`src/logic/flash_pkg.sv`:
```
`default_nettype none

package flash_pkg;

   typedef logic [7:0] cmd_t;

   localparam cmd_t CMD_READ = 8'h03; // read data
   localparam cmd_t CMD_WAKE = 8'hAB; // release from deep power-down

   // frame layout, MSB first on the wire
   localparam int CMD_BITS   = 8;
   localparam int ADDR_BITS  = 24;
   localparam int DATA_BITS  = 32;
   localparam int FRAME_BITS = CMD_BITS + ADDR_BITS + DATA_BITS;

   // SCK runs at clk/8
   localparam int SCK_DIV           = 8;
   localparam int SCK_RISE_PHASE    = 4; // sck high for phases 4..7
   localparam int MISO_SAMPLE_PHASE = 6; // well after the flash drives on the falling edge

   localparam int WAKE_WAIT = 16; // deselect time after the wake command

   localparam int DIV_W     = $clog2(SCK_DIV);
   localparam int BIT_CNT_W = $clog2(FRAME_BITS);
   localparam int WAIT_W    = $clog2(WAKE_WAIT);

   typedef logic [DIV_W-1:0]     div_t;
   typedef logic [BIT_CNT_W-1:0] bit_cnt_t;
   typedef logic [WAIT_W-1:0]    wait_t;

endpackage

`default_nettype wire

```
`src/logic/host_pkg.sv`:
```
`default_nettype none

package host_pkg;

   // host side payloads follow the flash frame fields
   typedef logic [flash_pkg::ADDR_BITS-1:0] addr_t;
   typedef logic [flash_pkg::DATA_BITS-1:0] word_t;

   // queue sizing
   localparam int REQ_DEPTH = 4;
   localparam int RSP_DEPTH = 4;

   // holds 0 up to RSP_DEPTH inclusive
   typedef logic [$clog2(RSP_DEPTH + 1)-1:0] credit_t;

endpackage

`default_nettype wire

```
`src/logic/flash_read_top.sv`:
```
`timescale 1ns/100ps
`default_nettype none

module flash_read_top (
   input  logic            clk,
   input  logic            reset,
   input  logic            req_valid,
   output logic            req_ready,
   input  host_pkg::addr_t req_addr,
   output logic            rsp_valid,
   input  logic            rsp_ready,
   output host_pkg::word_t rsp_data,
   output logic            spi_sck,
   output logic            spi_ss,
   output logic            spi_mosi,
   input  logic            spi_miso
);

   logic            head_valid;
   logic            head_ready;
   host_pkg::addr_t head_addr;
   logic            rsp_push;
   host_pkg::word_t rsp_word;
   logic            credit_return;

   // addresses waiting for the flash
   sync_fifo #(
      .payload_t (host_pkg::addr_t),
      .DEPTH     (host_pkg::REQ_DEPTH)
   ) req_q (
      .clk           (clk),
      .reset         (reset),
      .in_valid      (req_valid),
      .in_ready      (req_ready),
      .in_data       (req_addr),
      .out_valid     (head_valid),
      .out_ready     (head_ready),
      .out_data      (head_addr),
      .credit_return ()
   );

   spi_flash_master master0 (
      .clk           (clk),
      .reset         (reset),
      .req_valid     (head_valid),
      .req_ready     (head_ready),
      .req_addr      (head_addr),
      .rsp_push      (rsp_push),
      .rsp_word      (rsp_word),
      .credit_return (credit_return),
      .spi_sck       (spi_sck),
      .spi_ss        (spi_ss),
      .spi_mosi      (spi_mosi),
      .spi_miso      (spi_miso)
   );

   // never full on push, the master holds a credit per word
   sync_fifo #(
      .payload_t (host_pkg::word_t),
      .DEPTH     (host_pkg::RSP_DEPTH)
   ) rsp_q (
      .clk           (clk),
      .reset         (reset),
      .in_valid      (rsp_push),
      .in_ready      (),
      .in_data       (rsp_word),
      .out_valid     (rsp_valid),
      .out_ready     (rsp_ready),
      .out_data      (rsp_data),
      .credit_return (credit_return)
   );

endmodule

`default_nettype wire

```
`src/logic/spi_flash_master.sv`:
```
`timescale 1ns/100ps
`default_nettype none

module spi_flash_master (
   input  logic            clk,
   input  logic            reset,
   input  logic            req_valid,
   output logic            req_ready,
   input  host_pkg::addr_t req_addr,
   output logic            rsp_push,
   output host_pkg::word_t rsp_word,
   input  logic            credit_return,
   output logic            spi_sck,
   output logic            spi_ss,
   output logic            spi_mosi,
   input  logic            spi_miso
);

   typedef enum logic [1:0] {
      ST_WAKE_SEND,
      ST_WAKE_WAIT,
      ST_IDLE,
      ST_READ
   } state_t;

   state_t                              state;
   flash_pkg::div_t                     div_cnt;
   flash_pkg::bit_cnt_t                 bit_cnt;
   flash_pkg::wait_t                    wait_cnt;
   logic [flash_pkg::FRAME_BITS-1:0]    tx_shift;
   host_pkg::word_t                     rx_shift;
   host_pkg::credit_t                   credit_cnt;
   logic                                shifting;
   logic                                accept;
   logic                                bit_end;
   logic                                last_bit;
   logic                                wake_load;
   logic                                data_phase;

   // wake frame loads while ss is still high in its first cycle
   assign wake_load = (state == ST_WAKE_SEND) && spi_ss;
   assign shifting  = ((state == ST_WAKE_SEND) && !spi_ss) || (state == ST_READ);

   // take a request only with a free slot guaranteed in the response queue
   assign req_ready = (state == ST_IDLE) && (credit_cnt != '0);
   assign accept    = req_valid && req_ready;

   assign bit_end = shifting && (div_cnt == flash_pkg::div_t'(flash_pkg::SCK_DIV - 1));

   always_comb begin
      if (state == ST_READ) begin
         last_bit = bit_end
                    && (bit_cnt == flash_pkg::bit_cnt_t'(flash_pkg::FRAME_BITS - 1));
      end else begin
         last_bit = bit_end
                    && (bit_cnt == flash_pkg::bit_cnt_t'(flash_pkg::CMD_BITS - 1));
      end
   end

   // bits past command and address carry flash data
   assign data_phase = (bit_cnt >= flash_pkg::bit_cnt_t'(flash_pkg::CMD_BITS
                                                         + flash_pkg::ADDR_BITS));

   assign spi_mosi = tx_shift[flash_pkg::FRAME_BITS-1]; // msb leads, zero fill after
   assign rsp_word = rx_shift;

   // divider and bit position within the frame
   always_ff @(posedge clk) begin
      if (reset) begin
         div_cnt <= '0;
         bit_cnt <= '0;
      end else begin
         if (!shifting || bit_end) begin
            div_cnt <= '0;
         end else begin
            div_cnt <= div_cnt + 1'b1;
         end
         if (last_bit) begin
            bit_cnt <= '0;
         end else if (bit_end) begin
            bit_cnt <= bit_cnt + 1'b1;
         end
      end
   end

   always_ff @(posedge clk) begin
      if (reset) begin
         spi_sck <= 1'b0;
      end else if (shifting
                   && (div_cnt == flash_pkg::div_t'(flash_pkg::SCK_RISE_PHASE - 1))) begin
         spi_sck <= 1'b1;
      end else if (bit_end) begin
         spi_sck <= 1'b0; // low again from phase 0
      end
   end

   // outgoing bits, next one shows up at phase 0
   always_ff @(posedge clk) begin
      if (reset) begin
         tx_shift <= '0;
      end else if (accept) begin
         tx_shift <= {flash_pkg::CMD_READ, req_addr, {flash_pkg::DATA_BITS{1'b0}}};
      end else if (wake_load) begin
         tx_shift <= {flash_pkg::CMD_WAKE,
                      {(flash_pkg::FRAME_BITS - flash_pkg::CMD_BITS){1'b0}}};
      end else if (bit_end) begin
         tx_shift <= {tx_shift[flash_pkg::FRAME_BITS-2:0], 1'b0};
      end
   end

   always_ff @(posedge clk) begin
      if ((state == ST_READ) && data_phase
          && (div_cnt == flash_pkg::div_t'(flash_pkg::MISO_SAMPLE_PHASE))) begin
         rx_shift <= {rx_shift[flash_pkg::DATA_BITS-2:0], spi_miso};
      end
   end

   always_ff @(posedge clk) begin
      if (reset) begin
         state    <= ST_WAKE_SEND;
         spi_ss   <= 1'b1;
         rsp_push <= 1'b0;
         wait_cnt <= '0;
      end else begin
         rsp_push <= 1'b0;
         case (state)
            ST_WAKE_SEND: begin
               if (spi_ss) begin
                  spi_ss <= 1'b0; // select for the wake command
               end else if (last_bit) begin
                  spi_ss <= 1'b1;
                  state  <= ST_WAKE_WAIT;
               end
            end
            ST_WAKE_WAIT: begin
               wait_cnt <= wait_cnt + 1'b1;
               if (wait_cnt == flash_pkg::wait_t'(flash_pkg::WAKE_WAIT - 1)) begin
                  wait_cnt <= '0;
                  state    <= ST_IDLE;
               end
            end
            ST_IDLE: begin
               if (accept) begin
                  spi_ss <= 1'b0;
                  state  <= ST_READ;
               end
            end
            ST_READ: begin
               if (last_bit) begin
                  spi_ss   <= 1'b1;
                  rsp_push <= 1'b1; // word complete in rx_shift
                  state    <= ST_IDLE;
               end
            end
            default: state <= ST_IDLE;
         endcase
      end
   end

   // credits mirror free slots in the response queue
   always_ff @(posedge clk) begin
      if (reset) begin
         credit_cnt <= host_pkg::credit_t'(host_pkg::RSP_DEPTH);
      end else begin
         case ({accept, credit_return})
            2'b10:   credit_cnt <= credit_cnt - 1'b1;
            2'b01:   credit_cnt <= credit_cnt + 1'b1;
            default: credit_cnt <= credit_cnt;
         endcase
      end
   end

endmodule

`default_nettype wire

```
`src/logic/sync_fifo.sv`:
```
`timescale 1ns/100ps
`default_nettype none

module sync_fifo #(
   parameter type payload_t = logic,
   parameter int  DEPTH     = 2
) (
   input  logic     clk,
   input  logic     reset,
   input  logic     in_valid,
   output logic     in_ready,
   input  payload_t in_data,
   output logic     out_valid,
   input  logic     out_ready,
   output payload_t out_data,
   output logic     credit_return
);

   localparam int PTR_W = $clog2(DEPTH);
   localparam int CNT_W = $clog2(DEPTH + 1);

   payload_t         mem [DEPTH];
   logic [PTR_W-1:0] wr_ptr;
   logic [PTR_W-1:0] rd_ptr;
   logic [CNT_W-1:0] count;
   logic             push;
   logic             pop;

   assign in_ready  = (count != CNT_W'(DEPTH));
   assign out_valid = (count != '0);
   assign out_data  = mem[rd_ptr]; // head is shown as soon as it is written

   assign push = in_valid && in_ready;
   assign pop  = out_valid && out_ready;

   // one credit back for every word that leaves
   assign credit_return = pop;

   always_ff @(posedge clk) begin
      if (push) begin
         mem[wr_ptr] <= in_data;
      end
   end

   // pointers wrap by compare so any depth works, not just powers of two
   always_ff @(posedge clk) begin
      if (reset) begin
         wr_ptr <= '0;
         rd_ptr <= '0;
      end else begin
         if (push) begin
            wr_ptr <= (wr_ptr == PTR_W'(DEPTH - 1)) ? '0 : wr_ptr + 1'b1;
         end
         if (pop) begin
            rd_ptr <= (rd_ptr == PTR_W'(DEPTH - 1)) ? '0 : rd_ptr + 1'b1;
         end
      end
   end

   always_ff @(posedge clk) begin
      if (reset) begin
         count <= '0;
      end else begin
         case ({push, pop})
            2'b10:   count <= count + 1'b1;
            2'b01:   count <= count - 1'b1;
            default: count <= count; // both or neither
         endcase
      end
   end

endmodule

`default_nettype wire

```
`config.mk`:
```
export PLATFORM = sky130hd
export DESIGN_NAME = flash_read_top
export DESIGN_NICKNAME = d
export VERILOG_FILES = /design/src/logic/flash_pkg.sv /design/src/logic/host_pkg.sv /design/src/logic/flash_read_top.sv /design/src/logic/spi_flash_master.sv /design/src/logic/sync_fifo.sv
export SDC_FILE = /design/constraint.sdc
export NUM_CORES = 1
export LEC_CHECK = 0
export BUFFER_PORTS_ARGS = -buffer_cell sky130_fd_sc_hd__buf_2
export CAP_MARGIN = 10
export CORE_MARGIN = 4
export CORE_UTILIZATION = 52
export DETAILED_ROUTE_END_ITERATION = 10
export PLACE_DENSITY = 0.7
export SYNTH_ARGS = -nofsm -noshare
export SYNTH_HDL_FRONTEND = slang
export SYNTH_SLANG_ARGS = --single-unit
```
`constraint.sdc`:
```
create_clock -name clk -period 2.45 [get_ports clk]
set_clock_uncertainty 0.15 [all_clocks]
set_input_delay 0.3675 -clock clk [delete_from_list [all_inputs] [get_ports clk]]
set_output_delay 0.3675 -clock clk [all_outputs]
set_load 0.005 [all_outputs]
```
After elaboration in Yosys (flattened, before gate mapping)
Memories as Yosys holds them, arrays and structs flattened. A register that Yosys moved wholly into a read port is not among the register bits.
Index checks and enable logic that the tools add are counted.

storage, ports and cells
  memories = 2
  bits in writable memories = 224
  flip-flop bits (word level) = 99
  input bits = 29

memory list
  name       words  bits a word  read ports  clocked after Yosys merged registers in  wr ports  line             RTL
  rsp_q.mem  4      32           1           1                                        1         sync_fifo.sv:22  payload_t mem [DEPTH];
  req_q.mem  4      24           1           1                                        1         sync_fifo.sv:22

operators by class
  equal/unequal tests = 26
  bitwise logic cells = 1
  muxes and demuxes = 33
  reduce and logical (&&, ||, !) cells = 35
  $lt $le $gt $ge = 1
  add/subtract/negate cells = 13

operators with widths
  cell                                                    number
  2-to-1 mux 64 bit                                       2
  2-to-1 mux 58 bit                                       1
  2-to-1 mux 2 bit                                        13
  equality test 2 bit (second input constant)             9
  one-hot mux 3 bit (2 select lines)                      3
  nonzero test 3 bit                                      5
  logical AND 1 bit                                       13
  adder 3 x 1 -> 3 bit (second input constant)            4
  2-to-1 mux 1 bit                                        11
  nonzero test 2 bit                                      5
  subtractor 3 x 1 -> 3 bit (second input constant)       3
  adder 2 x 1 -> 2 bit (second input constant)            4
  equality test 2 x 1 -> 1 bit (second input constant)    4
  inequality test 2 x 1 -> 1 bit (second input constant)  4
  one-hot mux 2 bit (4 select lines)                      1
  OR reduction 2 bit                                      4
  adder 6 x 1 -> 6 bit (second input constant)            1
  equality test 3 bit (second input constant)             2
  equality test 6 x 3 -> 1 bit (second input constant)    1
  equality test 6 bit (second input constant)             1
  >= comparator 6 bit (second input constant)             1
  inequality test 3 bit (second input constant)           2
  AND reduction 5 bit                                     1
  adder 4 x 1 -> 4 bit (second input constant)            1
  11 further kinds                                        13

Depth between registers and ports, before layout
  word-level depth = 9
  mapped depth = 10
  gate-level depth less buffers = 9

Hierarchy
Synthesis repeated with hierarchy kept, for this count alone.

second synthesis, totals
  cells, all modules = 742
  area total of the unflattened synthesis = 12627.1 um2

modules (own cells, without submodules)
  module              area each (um2)  times used  cells an instance  sequential area each (um2)
  sync_fifo at rsp_q  5101.1           1           219                4023.9
  sync_fifo at req_q  3956.3           1           178                3062.9
  spi_flash_master    3569.7           1           345                2021.9

Least setup slack after synthesis
No wires, ideal clock.

  path type = flip-flop to flip-flop
  from = register req_q.count[0]
  to = register req_q.count[2]
  setup time = 0.070 ns
  clock period less this slack = 2.357 ns
  buffers on the path = 1
  slack = 0.093 ns
  data required time = 2.230 ns
  data arrival time = 2.137 ns
  stages on the path, launching flop included = 10
  cells stage by stage = dfxtp_1 -> or3b_1 -> clkbuf_1 -> nand2_1 -> ha_1 -> inv_1 -> fa_1 -> xor2_1 -> or3_1 -> a21oi_1

between the ends
  cells in the longest elaborated chain, start to end = 4
  elaborated cells between the ends (all ways) = 10

ends and longest elaborated chain
  element                                                                   line                 RTL
  start: declaration                                                        sync_fifo.sv:25      logic [CNT_W-1:0] count;
  start signal: assignment                                                  sync_fifo.sv:65      2'b10: count <= count + 1'b1;
  start signal: assignment                                                  sync_fifo.sv:66      2'b01: count <= count - 1'b1;
  start signal: assignment                                                  sync_fifo.sv:67      default: count <= count;
  inequality test 3 bit (*)                                                 sync_fifo.sv:29      assign in_ready = (count != CNT_W'(DEPTH));
  via req_ready                                                             flash_read_top.sv:8  output logic req_ready,
  logical AND 1 bit (*)                                                     sync_fifo.sv:33      assign push = in_valid && in_ready;
  equality test 2 x 1 -> 1 bit or equality test 2 bit (tied branches)       sync_fifo.sv:64      case ({push, pop})
  one-hot mux 3 bit (2 select lines) or nonzero test 2 bit (tied branches)  -

Mark *: on every way through the listed nets, which the timed path passes. The rest lies on a longest branch.
A chain may end at the register's enable or synchronous reset.

Worst setup path in the final report
  from = register req_q.count[0]
  to = register req_q.count[2]

between the ends
  cells in the longest elaborated chain, start to end = 4
  elaborated cells between the ends (all ways) = 10

ends and longest elaborated chain
  element                                                                   line
  inequality test 3 bit or nonzero test 3 bit (tied branches)               sync_fifo.sv:29, sync_fifo.sv:30
  logical AND 1 bit (on tied branches)                                      sync_fifo.sv:33, sync_fifo.sv:34
  equality test 2 x 1 -> 1 bit or equality test 2 bit (tied branches)       sync_fifo.sv:64
  one-hot mux 3 bit (2 select lines) or nonzero test 2 bit (tied branches)  -

Several ways; a longest one is shown, not always the timed one.

==> impl_metrics.env <==
export IMPL_run_status="complete, no violations"
export IMPL_worst_ir_drop_vdd_v=0.0005548
export IMPL_finalWirelength_um=22140
export IMPL_total_count_of_max_transition_violations_in_the_final_report=0
export IMPL_finish_net_count=856
export IMPL_cts_root_buffer="clkbuf_16"
export IMPL_gpl_final_weighted_congestion=0.7710
export IMPL_grt_antenna_before_repair=1
export IMPL_maximum_number_of_pins_on_one_net_before_global_route_repair=33
export IMPL_fmax_ghz=0.4263
export IMPL_synthArstFlopShare_pct=0
export IMPL_first_global_vias=6806
export IMPL_n_antenna_cell=0
export IMPL_syn_nets=736
export IMPL_crit_path_cell_trace="or3b_4 -> nand2_1 -> ha_2 -> inv_1 -> fa_2 -> xor2_1 -> or3_1 -> a21oi_1"
export IMPL_worst_path_buf_inv=1
export IMPL_clk_insertion_delay_late_ns=0.51
export IMPL_grt_remaining_overflow=0
export IMPL_p_sw_mw=2.206
export IMPL_clock_tree_htree_level_count=2
export IMPL_cts_tree="yes"
export IMPL_ys_ff_latch=327
export IMPL_post_place_cells=1060
export IMPL_detailed_router_iteration_count_before_antenna_repair=5
export IMPL_floorplan_initialDensity_pct=52.97
export IMPL_comb_power_share_pct=2.5
export IMPL_sequentialPowerShare_pct=53.1
export IMPL_startpoint_types="flop"
export IMPL_post_synth_instance_area_mm2=0.01243
export IMPL_internal_power_mw=9.227
export IMPL_finalNonFillerCells=1148
export IMPL_hpwl_um=12910
export IMPL_final_antenna_net_count=0
export IMPL_die_footprint_mm2=0.02645
export IMPL_worst_margin_slew_ns=0.7519
export IMPL_timing_critical_path_arrival_ns=2.63
export IMPL_first_pass_grt_wire_length_um=35470
export IMPL_cts_path_max_buffers=3
export IMPL_viasPerCell=5.514
export IMPL_timing_critical_path_slowest_stage_cell="or3b_4"
export IMPL_tritoncts_num_buffers=34
export IMPL_detailedRoute_firstIterationViolations=322
export IMPL_worst_endpoint_required_ns=2.73
export IMPL_syn_area_per_cell_um2=18.18
export IMPL_clockPowerShare_pct=44.3
export IMPL_cp_slowest_stage_delay_ns=0.40
export IMPL_synth_cells=684
export IMPL_cts_clk_slew_worst_paths_ns=0.06
export IMPL_io_pins=66
export IMPL_slew_headroom_pct=49.87
export IMPL_pwr_density_cell_mw_per_mm2=779.2
export IMPL_layout_area_overhead_vs_synth_pct=18.00
export IMPL_hold_class="input port to flop"
export IMPL_static_leakage_power_nw=4.975
export IMPL_synth_seq_area_share_pct=73.25
export IMPL_synth_yosys_warnings=0
export IMPL_synth_lib_cells_used_distinct=47
export IMPL_setup_worst_path_end_class="flop"
export IMPL_number_of_vias_after_detailed_routing=6330
export IMPL_hold_viol_final=0
export IMPL_detail_route_drc_violations=0
export IMPL_finalCoreUtilization_pct=62.51
export IMPL_critPathMaxFanout=5
export IMPL_port_buffers=65
export IMPL_tritoncts_num_sinks=327
export IMPL_power_total_mw=11.43
export IMPL_groute_usage_overall_pct=17.12
export IMPL_dieWidth_um=162.6
export IMPL_coreArea_mm2=0.02347
export IMPL_synth_edf_count=256
export IMPL_cpLargestDelayFamily="simple AND/OR/NAND/NOR gates"
export IMPL_netSwitchingFraction_pct=19.29
export IMPL_synthFlopType="edfxtp_1"
export IMPL_critical_path_class="flop to flop"
export IMPL_post_route_clock_period_utilization_pct=95.75
export IMPL_fp_row_count=56
export IMPL_final_period_minus_worst_setup_slack_ns=2.346
export IMPL_worst_r2r_setup_slack_ns=0.10
export IMPL_final_layout_size_suffix_gt1_share_pct=24.00
export IMPL_fp_dieH_um=162.6
export IMPL_cap_violations=0
export IMPL_routed_wire_length_per_instance_um=19.28
export IMPL_finalSetupViolations=0
registers in the layout, indices dropped and copies added (netlist names), named ones only:
register	count
rsp_q.mem	128
master0.bit_cnt	6
req_q.wr_ptr	2
rsp_q.wr_ptr	2
master0.spi_sck	1
master0.rsp_word	32
master0.wait_cnt	4
rsp_q.count	3
master0.div_cnt	3
req_q.rd_ptr	2
master0.spi_ss	1
master0.state	2
master0.tx_shift	32
master0.credit_cnt	3
req_q.count	3
master0.rsp_push	1
rsp_q.rd_ptr	2
req_q.mem	96
Yosys cell counts, drive strengths merged (4+ instances only):
master     n  share of area, %
edfxtp   256                62
dfxtp     71                11
mux4      53                10
nor2      36               1.1
a21oi     23              0.96
buf       22               1.0
nand2     21              0.63
ha        20               2.0
inv       20              0.60
o21a      20               1.2
o221a     20               1.8
o21ai     16              0.70
mux2i     15               1.2
or3       11              0.55
and3      10              0.50
clkbuf    10              0.33
xor2      10              0.70
nor3       8              0.53
and2       7              0.35
nand3      6              0.24
a2111oi    4              0.38
a311oi     4              0.28
stage by stage:
stage | setup TNS, ns | setup slack [ns] | hold slack (ns) | cell area [um2]
finish | 0 | 0.1040 | 0.02400 | 14670
global placement | 0 | 0.2034 | 0.2753 | 13260
global route | -0.003289 | -0.003289 | 0.05093 | 14670
detailed placement | 0 | 0.04172 | 0.2963 | 13260
CTS | 0 | 0.02241 | 0.009319 | 14630
floorplan | 0 | 0.09296 | 0.2673 | 12430
area by class of cell:
type | instances | area, um2
clock inverter | 17 | 203.9
timing repair buffer | 116 | 875.8
multi-input combinational | 305 | 3098
fill | 1640 | 8800
tap | 319 | 399.1
sequential | 327 | 9112
inverter | 20 | 75.07
clock buffer | 44 | 908.4
worst paths after layout:
path | startpoint | to | cells past startpoint
min reg2reg | master0.spi_sck | master0.spi_sck | 2
max reg2reg | req_q.count[0] | req_q.count[2] | 8
min | rsp_ready | flop | 3
max | req_q.count[0] | req_q.count[2] | 8
per-layer routing:
metal / vias to the layer above / part of all wire [%] / global-route usage (%)
met1: 3190 / 40 / 20.50
met3: 41 / 4.8 / 4.151
met4: 2 / 2.5 / 5.261
met5: - / 0.054 / 0
li1: 2945 / - / -
met2: 152 / 52 / 30.81
power groups by stage:
stage / Sequential (mW) / Combinational (mW) / Clock (mW)
finish: 6.08 / 0.288 / 5.07
CTS: 6.07 / 0.288 / 5.18
floorplan: 6.18 / 0.156 / 0
global placement: 6.18 / 0.238 / 0
detailed placement: 6.19 / 0.254 / 0
global route: 6.08 / 0.319 / 5.45
repair_timing:
action / CTS / global route
hold buffers: 25 / 0
setup buffers: 0 / 1
endpoints found under the hold margin: 97 / 0
setup endpoints to repair: 0 / 6
gates resized for setup: 0 / 6
worst min-delay path: stages:
cell	delay, ns
buf_2	0.11
nand3_1	0.07
a21oi_1	0.07
cells in the final DEF, fill, tap and decap left out, types with 4 or more instances in the layout:
| cell type | n |
|---|---|
| a21oi_1 | 22 |
| a311oi_1 | 4 |
| and2_1 | 7 |
| and3_1 | 10 |
| buf_12 | 7 |
| buf_2 | 65 |
| buf_4 | 18 |
| bufinv_16 | 4 |
| clkbuf_1 | 8 |
| clkbuf_16 | 35 |
| clkinv_1 | 4 |
| clkinv_2 | 4 |
| dfxtp_1 | 68 |
| dlygate4sd3_1 | 25 |
| edfxtp_1 | 256 |
| ha_1 | 19 |
| inv_1 | 19 |
| mux2i_1 | 15 |
| mux4_1 | 13 |
| mux4_2 | 40 |
| nand2_1 | 21 |
| nand3_1 | 6 |
| nor2_1 | 36 |
| nor3_1 | 4 |
| o21a_1 | 20 |
| o21ai_0 | 12 |
| o221a_1 | 20 |
| or3_1 | 10 |
| xor2_1 | 10 |
cells by family (layout without fill, tap and decap cells):
group | Yosys count | in the layout | share of synthesized area [%]
AO/OA/AOI/OAI | 96 | 96 | 5.917
AND/OR/NAND/NOR | 106 | 106 | 4.337
buffers and inverters | 52 | 197 | 1.932
flip-flops | 327 | 327 | 73.25
XOR/XNOR | 11 | 11 | 0.7748
adder cells (fa/ha/maj) | 23 | 23 | 2.495
multiplexers | 69 | 69 | 11.29
No activity file was read; power rests on OpenSTA's default activity.
